==> src/logic/intra_macros.svh <==
`ifndef INTRA_MACROS_SVH
`define INTRA_MACROS_SVH

// Fixed quantizer setting, any value 0..51 is legal
`define INTRA_QP 27

// Pixel width
`define PIX_W 8

// Signed residual, pixel minus prediction
`define RES_W 9

// Signed quantized coefficient
`define COEF_W 15

`endif

==> src/logic/intra_pkg.sv <==
`default_nettype none
`include "intra_macros.svh"

package intra_pkg;

    typedef logic        [`PIX_W-1:0]  pix_t;
    typedef logic signed [`RES_W-1:0]  res_t;
    typedef logic signed [`COEF_W-1:0] coef_t;

    typedef struct packed {
        pix_t [0:15] pix;                     // Raster order, row 0 first
    } pix_blk_t;

    typedef struct packed {
        res_t [0:15] res;
    } res_blk_t;

    typedef struct packed {
        coef_t [0:15] coef;
    } coef_blk_t;

    typedef struct packed {
        pix_t [0:3] top;                      // Row above, left to right
        pix_t [0:3] left;                     // Column to the left, top to bottom
        logic       top_avail;
        logic       left_avail;
    } nbr_t;

    // Row is QP mod 6, column is position class
    localparam int QUANT_MF [0:5][0:2] = '{
        '{13107, 5243, 8066},
        '{11916, 4660, 7490},
        '{10082, 4194, 6554},
        '{ 9362, 3647, 5825},
        '{ 8192, 3355, 5243},
        '{ 7282, 2893, 4559}
    };

    localparam int DEQUANT_V [0:5][0:2] = '{
        '{10, 16, 13},
        '{11, 18, 14},
        '{13, 20, 16},
        '{14, 23, 18},
        '{16, 25, 20},
        '{18, 29, 23}
    };

    // 0 even-even, 1 odd-odd, 2 mixed
    function automatic int pos_class(input int idx);
        int row_odd;
        int col_odd;
        row_odd = (idx / 4) % 2;
        col_odd = idx % 2;
        if (row_odd == 0 && col_odd == 0) begin
            return 0;
        end else if (row_odd == 1 && col_odd == 1) begin
            return 1;
        end
        return 2;
    endfunction

endpackage : intra_pkg

`default_nettype wire

==> src/logic/intra_recon.sv <==
`default_nettype none
`include "intra_macros.svh"

module intra_recon (
    input  logic                clk,
    input  logic                rst,
    input  logic                pred_valid_i,
    input  intra_pkg::pix_t     pred_dc_i,
    input  logic                rres_valid_i,
    input  intra_pkg::res_blk_t rres_blk_i,
    output logic                recon_valid_o,
    output intra_pkg::pix_blk_t recon_o
);
    import intra_pkg::*;

    localparam int SUM_W   = `PIX_W + 2;
    localparam int PIX_MAX = (1 << `PIX_W) - 1;

    pix_t       dly_dc [4];                   // Covers the transform latency
    logic [3:0] dly_vld;
    logic       load_en;
    pix_blk_t   recon_nxt;

    assign load_en = rres_valid_i & dly_vld[3];

    always_comb begin : add_clip
        logic signed [SUM_W-1:0] sum;
        for (int i = 0; i < 16; i++) begin
            sum = $signed({2'b00, dly_dc[3]}) + SUM_W'(rres_blk_i.res[i]);
            if (sum < 0) begin
                recon_nxt.pix[i] = '0;
            end else if (sum > SUM_W'(PIX_MAX)) begin
                recon_nxt.pix[i] = pix_t'(PIX_MAX);
            end else begin
                recon_nxt.pix[i] = pix_t'(sum);
            end
        end
    end

    always_ff @(posedge clk) begin
        if (rst) begin
            dly_vld       <= '0;
            recon_valid_o <= 1'b0;
        end else begin
            dly_vld       <= {dly_vld[2:0], pred_valid_i};
            recon_valid_o <= load_en;
        end
    end

    always_ff @(posedge clk) begin
        if (pred_valid_i) begin
            dly_dc[0] <= pred_dc_i;
        end
        for (int k = 1; k < 4; k++) begin
            if (dly_vld[k-1]) begin
                dly_dc[k] <= dly_dc[k-1];
            end
        end
        if (load_en) begin
            recon_o <= recon_nxt;
        end
    end

endmodule : intra_recon

`default_nettype wire

==> config.mk <==
export PLATFORM = sky130hd
export DESIGN_NAME = intra_recon
export DESIGN_NICKNAME = d
export VERILOG_FILES = /design/src/logic/intra_pkg.sv /design/src/logic/intra_recon.sv
export VERILOG_INCLUDE_DIRS = /design/src /design/src/logic
export SDC_FILE = /design/constraint.sdc
export NUM_CORES = 1
export LEC_CHECK = 0
export ABC_AREA = 1
export BUFFER_PORTS_ARGS = -buffer_cell sky130_fd_sc_hd__buf_2
export CORE_MARGIN = 2
export CORE_UTILIZATION = 45
export CTS_BUF_LIST = sky130_fd_sc_hd__clkbuf_4
export DETAILED_ROUTE_END_ITERATION = 12
export PLACE_DENSITY = 0.67
export SETUP_SLACK_MARGIN = 0.4
export SYNTH_ARGS = -nofsm -noshare
export SYNTH_HDL_FRONTEND = slang
export SYNTH_SLANG_ARGS = --single-unit
==> constraint.sdc <==
create_clock -name clk -period 4.82 [get_ports clk]
set_input_delay 0.723 -clock clk [delete_from_list [all_inputs] [get_ports clk]]
set_output_delay 0.723 -clock clk [all_outputs]
set_load 0.01 [all_outputs]
# == Word-level counts from Yosys, hierarchy flattened ==
# Memories as Yosys holds them, arrays and structs flattened.
# Cells that the tools add are included.
# totals
ff_bits,133
latch_bits,0
ramBits,32
mem_bits_ro,0
in_bits,156
wordCells,92
n_memories,1
# mem_list
name,depth,word_bits,rd,rd_ports_with_merged_regs,write_ports,line,rtl
dly_dc,4,8,4,0,4,intra_recon.sv:19,pix_t dly_dc [4];
# classes
addsub,16
mul,0
div_mod_pow,0
magnitude_cmp,32
n_eq_ne,0
shift,0
n_mux,24
bitwise_logic,1
n_reduce_logical,0
# ops
cell,n
$add 9x9->10,16
$gt 10x9->1 const B,16
$lt 10x1->1 const B,16
$mux 8,16
$mux 1,8
$and 1x1->1,1

# == Logic depth before layout (Yosys ltp) ==
# Gate-level depths: netlist of run 1.
# depth
depth_word,3
ltp_mapped,13
ltp_nobuf,13

# == Worst setup path after synthesis of run 1 ==
# OpenSTA, ideal clock, no wires.
# synth_timing
path_type,in2reg
from,input rres_valid_i
to,"register recon_o[0] (netlist name), enable pin"
t_arrival_ps,3257
t_required_ps,4339
setup_slack_ps,1082
path_stages,2
n_path_buf,0
cell_sequence,nand2_1 inv_1
# synth_between
elab_chain_cells,1
# synth_rtl
item,line,rtl
"start, declared",intra_recon.sv:9,"input logic rres_valid_i,"
$and 1x1->1,intra_recon.sv:24,assign load_en = rres_valid_i & dly_vld[3];
net load_en,intra_recon.sv:21,logic load_en;
"end signal, assigned",intra_recon.sv:60,recon_o <= recon_nxt;
"end, declared",intra_recon.sv:12,output intra_pkg::pix_blk_t recon_o
# The timed path passes the listed nets, and every way through them passes these cells.
# A chain may end at the register's enable or synchronous reset.

==> results of run 1 <==
[cells in the mapped netlist]
library cell	instances	area (sq um)
or2_2	4	25.0
o21ai_2	4	35.0
a31oi_1	4	25.0
a21oi_1	116	581
nand2_2	12	75.1
nor2_1	86	323
a21oi_2	18	158
fa_1	16	320
inv_2	10	37.5
a21boi_0	2	15.0
nand4_1	31	194
dfxtp_1	5	100
nor2_2	2	12.5
nand3_2	1	10.0
xnor2_1	38	333
or2_1	1	6.26
nand3b_1	22	165
ha_1	128	1600
a21o_1	5	37.5
nand2_1	503	1890
o21ai_0	13	65.1
inv_1	269	1010
and2_4	1	8.76
o21ai_1	5	25.0
edfxtp_1	160	4800
o21bai_2	1	11.3
xor2_1	12	105
o21a_1	6	45.0
a21oi_4	3	48.8
nand3_1	127	636
o21bai_1	3	22.5
o21ai_4	1	16.3
[final timing paths]
| check | depth (start not counted) | to |
|---|---|---|
| min | 1 | dly_dc[0][7]$_DFFE_PP_ |
| max reg2reg | 11 | recon_o[53]$_SDFFCE_PN0P_ |
| min reg2reg | 0 | dly_dc[2][5]$_DFFE_PP_ |
| max | 11 | recon_o[53]$_SDFFCE_PN0P_ |
[logic make-up after synthesis]
logic type      Yosys count  synth area share (%)
flops                   165                  38.5
compound gates          181                  8.51
xor+xnor                 50                  3.44
fa+ha+maj               144                  15.1
simple gates            790                  26.2
buf+inv                 279                  8.22
[final cells by class]
| cell class | count | area, sq um | share of cell area (%) |
|---|---|---|---|
| diodes | 5 | 12.5 | 0.0835 |
| clock buffers | 17 | 128 | 0.851 |
| clock inverters | 15 | 154 | 1.03 |
| inverters | 279 | 1050 | 7.00 |
| multi-input cells | 1165 | 6790 | 45.3 |
| flip-flops and latches | 165 | 4900 | 32.7 |
| well taps | 378 | 473 | 3.16 |
| repair buffers | 292 | 1480 | 9.88 |
[metal layers]
metal  vias to the layer above  track usage (%)
met5                         -                0
met4                         2             9.21
met3                        76             3.91
met2                       373             38.1
met1                      5174             28.2
li1                       5914                -
[power by group]
part / internal, mW / total [mW] / switching, mW / leakage [nW]
Combinational: 0.316 / 0.791 / 0.475 / 6.15
Sequential: 1.62 / 1.64 / 0.0140 / 1.49
Clock: 0.309 / 0.839 / 0.530 / 0.138
[state kept, by name, summed over array words and instances (netlist names)]
name / count
dly_dc: 32
recon_valid_o: 1
dly_vld: 4
recon_o: 128
[critical path, stage by stage, from the launching register on]
cell and delay, ps:
edfxtp_1 1090, ha_1 360, inv_1 80, fa_1 410, inv_1 100, nand3_1 70
nand2_1 100, nand2_1 60, nand2_1 130, nand2_1 110, o21ai_4 110, a21oi_1 110
[stage by stage]
step	cell area (sq um)	hold slack, ps
detailed placement	14700	405
global placement	14700	403
CTS	15000	278
finish	15000	326
floorplan	12700	400
global route	15000	257
[placed cells by master (no fill, tap or decap), types with 22 or more instances in the layout]
cell type  synthesis  final
ha_1             128    128
inv_1            269    268
nand3b_1          22     22
buf_2              0    284
xnor2_1           38     38
nand3_1          127    127
a21oi_1          116    116
nor2_1            86     86
nand4_1           31     31
nand2_1          503    503
edfxtp_1         160    160
==> results.cfg, run 1 <==
[power_and_ir_drop]
power_density_mw_per_mm2 = 218
p_leak_nw = 7.79
p_total_mw = 3.27
peakVddDrop_mv = 0.139

[synthesis]
ys_warn_count = 0
syn_area_sq_mm = 0.0127
syn_avg_cell_area_sq_um = 7.92
synth_seq_cells = 165
synth_fp_nets = 1909
synth.distinct_cells = 32
netlist_instances = 1609
seq_area_frac_synth_pct = 38.5

[clock_tree]
cts_resized = 0
cts_setup_buffers = 0
clk_pin_slew_ps = 150
htree_levels = 4
cts_buffer_depth = 2
cts_tree = yes
cts_sinks = 165
hold_buffers = 0
cts_buffers = 17
clk_latency_ps = 560
cts_root_buf = clkbuf_4

[worst_setup_path]
startpoint = dly_dc[3][0]$_DFFE_PP_
arrival_ps = 3280
reg2reg_slack_ps = 1850
worstSetupPathType = flip-flop to flip-flop
required_ps = 5120
critical_path.startpoint_type = flip-flop
r2r_start = dly_dc[3][0]$_DFFE_PP_
cp-end-kind = flip-flop
cp_max_fo = 16

[drt]
drc = 0
vias = 11500
dr.max_layer_used = met5
antenna_left = 0
viasPerCell = 4.98
first_iter_violations = 622
dr_wl_met3_mm = 2.04
drtPass1Iterations = 5
wl_met1_mm = 14.4
wirelength_mm = 33.2
routedWlPerCell_um = 14.3
dr_wl_met2_mm = 15.5

[final_layout]
fin_util_pct = 53.8
fin_nets = 2220
fillers = 2716
final_cells = 2316
layout-area-overhead-vs-synth_pct = 17.7
drive_gt1_share_pct = 19.6

[min_path]
holdCritStartpoint = pred_dc_i[7]
hp-class = primary input to flip-flop

[timing]
finClkSkew_ps = 26.2
worstMarginPinSlew_ps = 1200
fmax_mhz = 337
tns_ps = 0
maxSlewViolCount = 0
rsz0062_at_grt = false
fin_ws_ps = 1850
fin_crit_sh_pct = 61.6
min_period_ps = 2970
setup_viol = 0
slew_headroom_pct = 20.2
hold_viol = 0

[global_route]
antenna_found_initial = 5
grt_pass1_wl_mm = 51.4
gr-total-overflow = 0
first_global_vias = 10700
grt_usage_pct = 22.4
grt_max_degree = 78

[placement]
port_buffers = 284
dp.cells = 2279
dp_hpwl_mm = 26.1
gp_congestion = 0.915
post-place-ws_ps = 1820

[floorplanning]
placementRows = 61
initial_utilization_pct = 45.7
die_area_sq_mm = 0.0297
die_y_um = 172
ios = 285
die_w_um = 172
core-area_sq_mm = 0.0279

[status]
outcome = finished clean

[run]
drv_cap = 0
(Power assumes the default switching activity.)
==> run 2, diff against run 1 <==
==> constraint.sdc (replaced) <==
create_clock -name clk -period 2.85 [get_ports clk]
set_input_delay 0.4275 -clock clk [delete_from_list [all_inputs] [get_ports clk]]
set_output_delay 0.4275 -clock clk [all_outputs]
set_load 0.01 [all_outputs]
==> results.cfg, run 2 (synthesized netlist as in run 1, its figures left out) <==
[status]
outcome = finished clean

[worst_setup_path]
r2r_start = dly_dc[3][0]$_DFFE_PP_
slowest_stage = edfxtp_1
arrival_ps = 2560
worstSetupPathType = flip-flop to flip-flop
reg2reg_depth = 13
cp_max_fo = 8
r2r_end = recon_o[51]$_SDFFCE_PN0P_
required_ps = 3140
worst_path_most_repeated_cell = nand2_2
cp-end-kind = flip-flop
reg2reg_slack_ps = 580
cp_top_family = adder cells
slowest_delay_ps = 390
crit_buf_inv = 4
critical_path.startpoint_type = flip-flop
crit_chain = buf_4, buf_4, ha_1, inv_1, fa_2, inv_2, nand3_2, nand2_2, nand2_1, nand2_2, nand2_2, o21ai_4, a21oi_1

[final_layout]
layout-area-overhead-vs-synth_pct = 22.2
final_common_cell = nand2_1
largest_register_ffs = 128
multi_input_area_sq_mm = 0.00714
mostFrequentLayoutCells = nand2_1 (487), buf_2 (284), inv_1 (256)
register_area_sq_mm = 0.00490
fillers = 2640
drive_gt1_share_pct = 24.7
largest_register = recon_o
top_regs = recon_o (128), dly_dc (32), dly_vld (4)
fin_nets = 2242

[timing]
fmax_mhz = 440
maxSlewViolCount = 0
fin_crit_sh_pct = 79.8
min_period_ps = 2270
whs_ps = 84.3
rsz0062_at_grt = false
hold_viol = 0
finClkSkew_ps = 30.4
tns_ps = 0
worstMarginPinSlew_ps = 443
setup_viol = 0
slew_headroom_pct = 70.4

[clock_tree]
cts_root_buf = clkbuf_4
clk_latency_ps = 570
htree_levels = 4
clk_pin_slew_ps = 160
cts_buffer_depth = 2
cts_buffers = 17
cts_tree = yes
cts_sinks = 165

[placement]
port_buffers = 284
dp_hpwl_mm = 27.1
gp_congestion = 0.908

[floorplanning]
die_y_um = 172
ios = 285
initial_utilization_pct = 45.7
die_area_sq_mm = 0.0297
core-area_sq_mm = 0.0279
die_w_um = 172
placementRows = 61

[drt]
first_iter_violations = 609
routedWlPerCell_um = 14.7
drc = 0
vias = 11600
antenna_left = 0
wirelength_mm = 34.3
viasPerCell = 4.95
drtPass1Iterations = 5

[min_path]
whs_endpoint = dly_vld[0]$_SDFF_PP0_
hp-class = primary input to flip-flop
hold_depth = 2
holdCritStartpoint = rst

[global_route]
grt_max_degree = 80
grt_pass1_wl_mm = 53.2
antenna_found_initial = 2
gr-total-overflow = 0
grt_usage_pct = 23.1
first_global_vias = 10900

[power_and_ir_drop]
peakVddDrop_mv = 0.372
power_density_mw_per_mm2 = 361
p_leak_nw = 8.02

[run]
drv_cap = 0
## run 2: cell count changes in the layout (fill, tap and decap cells not counted), moves of 12 or more
| cell | delta |
|---|---|
| fa_2 | +15 |
| nand3_1 | -41 |
| nand2_1 | -16 |
| nand3_2 | +41 |
| fa_1 | -15 |
| inv_1 | -12 |
## run 2: report_power, final
group | switching (mW) | internal (mW)
sequential | 0.0155 | 2.75
combinational | 0.861 | 0.575
clock | 1.03 | 0.404
total | 1.90 | 3.72
## run 2: worst max-delay path by stage
stage	depth (start not counted)	from	slack (ps)	end
global placement	9	dly_dc[3][0]$_DFFE_PP_	360	recon_o[14]$_SDFFCE_PN0P_
detailed placement	12	dly_dc[3][0]$_DFFE_PP_	300	recon_o[48]$_SDFFCE_PN0P_
global route	15	dly_dc[3][0]$_DFFE_PP_	410	recon_o[2]$_SDFFCE_PN0P_
floorplan	2	rres_valid_i	100	recon_o[0]$_SDFFCE_PN0P_
CTS	8	dly_dc[3][5]$_DFFE_PP_	440	recon_o[108]$_SDFFCE_PN0P_
finish	13	dly_dc[3][0]$_DFFE_PP_	580	recon_o[51]$_SDFFCE_PN0P_
## run 2: repair_timing
action,4_1_cts,5_1_grt
buffers inserted,2,1
hold endpoints to repair,8,0
pin swaps,0,0
setup endpoints to repair,93,45
gates resized for setup,0,5
hold buffers,8,0
## run 2: cell type report
class	instances	area share, %
well taps	378	3.04
clock buffers	17	0.820
flip-flops and latches	165	31.5
clock inverters	15	0.996
multi-input cells	1165	45.9
inverters	279	6.77
repair buffers	314	10.9
diodes	4	0.0643
## run 2: layer usage
metal / routed length, um / global-route usage (%) / vias to the layer above
li1: - / - / 5970
met3: 2030 / 4.10 / 38
met4: 529 / 5.52 / 0
met5: 0 / 0 / -
met2: 16000 / 39.7 / 335
met1: 15800 / 30.4 / 5223
## run 2: through the flow
| step | std cells | power (mW) | setup WS [ps] | util [%] | cell area (sq um) |
|---|---|---|---|---|---|
| floorplan | 1609 | 3.84 | 104 | - | 13100 |
| global placement | 2290 | 4.20 | 365 | 54.4 | 15200 |
| detailed placement | 2290 | 4.22 | 300 | 54.4 | 15200 |
| CTS | 2332 | 5.66 | 438 | 55.7 | 15500 |
| global route | 2335 | 5.96 | 407 | 55.9 | 15600 |
| finish | 2337 | 5.63 | 575 | 55.9 | 15600 |
==> run 3, diff against run 2 <==
--- a/config.mk
+++ b/config.mk
@@ -6,13 +6,13 @@
 export SDC_FILE = /design/constraint.sdc
 export NUM_CORES = 1
 export LEC_CHECK = 0
-export ABC_AREA = 1
+export ABC_AREA = 0
 export BUFFER_PORTS_ARGS = -buffer_cell sky130_fd_sc_hd__buf_2
 export CORE_MARGIN = 2
 export CORE_UTILIZATION = 45
 export CTS_BUF_LIST = sky130_fd_sc_hd__clkbuf_4
 export DETAILED_ROUTE_END_ITERATION = 12
-export PLACE_DENSITY = 0.67
+export PLACE_DENSITY = 0.7
 export SETUP_SLACK_MARGIN = 0.4
 export SYNTH_ARGS = -nofsm -noshare
 export SYNTH_HDL_FRONTEND = slang
==> constraint.sdc (replaced) <==
create_clock -name clk -period 1.9 [get_ports clk]
set_input_delay 0.285 -clock clk [delete_from_list [all_inputs] [get_ports clk]]
set_output_delay 0.285 -clock clk [all_outputs]
set_load 0.01 [all_outputs]
==> results.cfg, run 3 <==
[min_path]
hp-class = primary input to flip-flop
hold_depth = 2

[floorplanning]
die_w_um = 168
core-area_sq_mm = 0.0267
die_y_um = 168
initial_utilization_pct = 45.4
placementRows = 60
die_area_sq_mm = 0.0283
ios = 285

[worst_setup_path]
critical_path.startpoint_type = flip-flop
slowest_stage = edfxtp_1
cp-end-kind = flip-flop
arrival_ps = 3020
cp_top_family = compound AO/OA/AOI/OAI gates
reg2reg_depth = 10
slowest_delay_ps = 520
cp.depth = 10
crit_buf_inv = 3
cp_max_fo = 5
crit_chain = clkinvlp_4, buf_12, fa_2, nor2b_2, o31a_1, buf_4, a221o_1, nand2_2, a21oi_2, nor2_1
required_ps = 2260
worstSetupPathType = flip-flop to flip-flop
reg2reg_slack_ps = -760

[clock_tree]
cts_buffer_depth = 2
cts_sinks = 165
cts_buffers = 17
cts_root_buf = clkbuf_4
htree_levels = 4
clk_latency_ps = 580
clk_pin_slew_ps = 200
cts_tree = yes

[placement]
place_area_sq_mm = 0.0166
port_buffers = 284
gp_congestion = 0.899
dp_hpwl_mm = 28.9

[drt]
first_iter_violations = 647
vias = 12000
routedWlPerCell_um = 17.8
drtPass1Iterations = 5
drc = 0
wirelength_mm = 38.8
viasPerCell = 5.50
antenna_left = 0

[synthesis]
synth.distinct_cells = 62
synth_seq_cells = 165
synth_common_cells = edfxtp_1 (160), a21oi_1 (139), ha_1 (128)
netlist_instances = 1175
yosysTopAreaCell = edfxtp_1
syn_area_sq_mm = 0.0121
syn_avg_cell_area_sq_um = 10.3
synth_ff_type = edfxtp_1
synth-edff-count = 160
seq_area_frac_synth_pct = 40.4
synth_fp_nets = 1475
synthTopCellsByArea = edfxtp_1 (40%), ha_1 (13%), a21oi_1 (5.7%)
synth_top_area_share_pct = 39.6
synth_async_sr_flop_share_pct = 0
ys_warn_count = 0
yosysMostFrequentCell = edfxtp_1

[final_layout]
fin_util_pct = 68.9
mostFrequentLayoutCells = buf_4 (297), buf_2 (283), edfxtp_1 (160)
post-route-cell-area_sq_mm = 0.0184
drive_gt1_share_pct = 49.5
layout-area-overhead-vs-synth_pct = 51.7
largest_register_ffs = 128
top_regs = recon_o (128), dly_dc (32), dly_vld (4)
fin_nets = 2116
largest_register = recon_o
final_common_cell = buf_4

[global_route]
gr-total-overflow = 0
grt_max_degree = 53
grt_usage_pct = 25.9
grt_pass1_wl_mm = 57.5
antenna_found_initial = 12
first_global_vias = 11600

[run]
drv_cap = 0

[status]
violations = negative setup slack
outcome = finished with violations

[timing]
setup_viol = 128
whs_ps = 109
finClkSkew_ps = 41.8
rsz0062_at_grt = true
hold_viol = 0
maxSlewViolCount = 0
slew_headroom_pct = 63.8
fmax_mhz = 376
min_period_ps = 2660
fin_crit_sh_pct = 140
fin_ws_ps = -760
worstMarginPinSlew_ps = 537

[power_and_ir_drop]
p_total_mw = 8.89
peakVddDrop_mv = 0.399
power_density_mw_per_mm2 = 483
p_leak_nw = 8.06
[run 3: changes by cell type in the layout (fill, tap and decap cells not counted), moves of 22 or more]
cell / before / now
nor2b_1: 0 / 22
buf_6: 0 / 30
inv_1: 256 / 45
a21o_1: 5 / 43
o21a_1: 6 / 55
buf_4: 19 / 297
nand3_1: 86 / 10
nand2_1: 487 / 29
nand3_2: 42 / 0
o21ai_2: 3 / 29
nand4_1: 31 / 4
[run 3: layer usage]
metal	global-route usage, %	vias to the layer above	share of wire (%)
met5	0	-	0.14
met4	10.4	8	3.6
met1	32.1	5669	42
met3	4.68	93	5.5
met2	44.6	402	49
li1	-	5815	-
[run 3: kinds of logic after synthesis]
| family | after synthesis | share of synthesized area [%] |
|---|---|---|
| DFF | 165 | 40.4 |
| xor gates and xnor gates | 72 | 5.20 |
| and+or+nand+nor | 267 | 11.3 |
| buffers and inverters | 71 | 2.20 |
| muxes | 3 | 0.247 |
| adders and majority gates | 144 | 15.8 |
| AOI/OAI and AO/OA | 453 | 24.8 |
[run 3: metrics by stage]
stage	setup slack, ps	TNS [ps]	cells
after floorplan	-955	-104740	1175
after global placement	-695	-74510	2095
after detailed placement	-768	-80600	2095
after CTS	-733	-75360	2152
after global routing	-874	-91840	2177
final	-760	-77790	2179
[run 3: power by group]
part / total [mW] / internal (mW) / switching, mW / leakage [nW]
sequential: 4.12 / 4.10 / 0.0210 / 1.50
combinational: 2.55 / 1.30 / 1.25 / 6.41
clock: 2.22 / 0.606 / 1.62 / 0.153
total: 8.89 / 6.00 / 2.89 / 8.06
[run 3: what timing repair did]
item / in CTS / in global routing
cloned: 1 / 0
buffers inserted: 14 / 18
setup endpoints to repair: 140 / 154
hold buffers: 10 / 0
hold endpoints to repair: 16 / 0
pin swaps: 25 / 68
gates resized for setup: 116 / 163
[run 3: cell type report]
type	instances	area (sq um)
timing repair buffer	634	4360
clock inverter	15	154
sequential	165	4900
fill	2075	8320
antenna	9	22.5
inverter	59	225
tap	341	427
multi-input combinational	939	8190
clock buffer	17	128
[run 3: final timing paths]
kind                                from                    endpoint
setup / recovery  dly_dc[3][1]$_DFFE_PP_  recon_o[127]$_SDFFCE_PN0P_
hold / removal           rres_blk_i[116]  recon_o[101]$_SDFFCE_PN0P_
setup reg to reg  dly_dc[3][1]$_DFFE_PP_  recon_o[127]$_SDFFCE_PN0P_
hold reg to reg   dly_dc[1][7]$_DFFE_PP_      dly_dc[2][7]$_DFFE_PP_
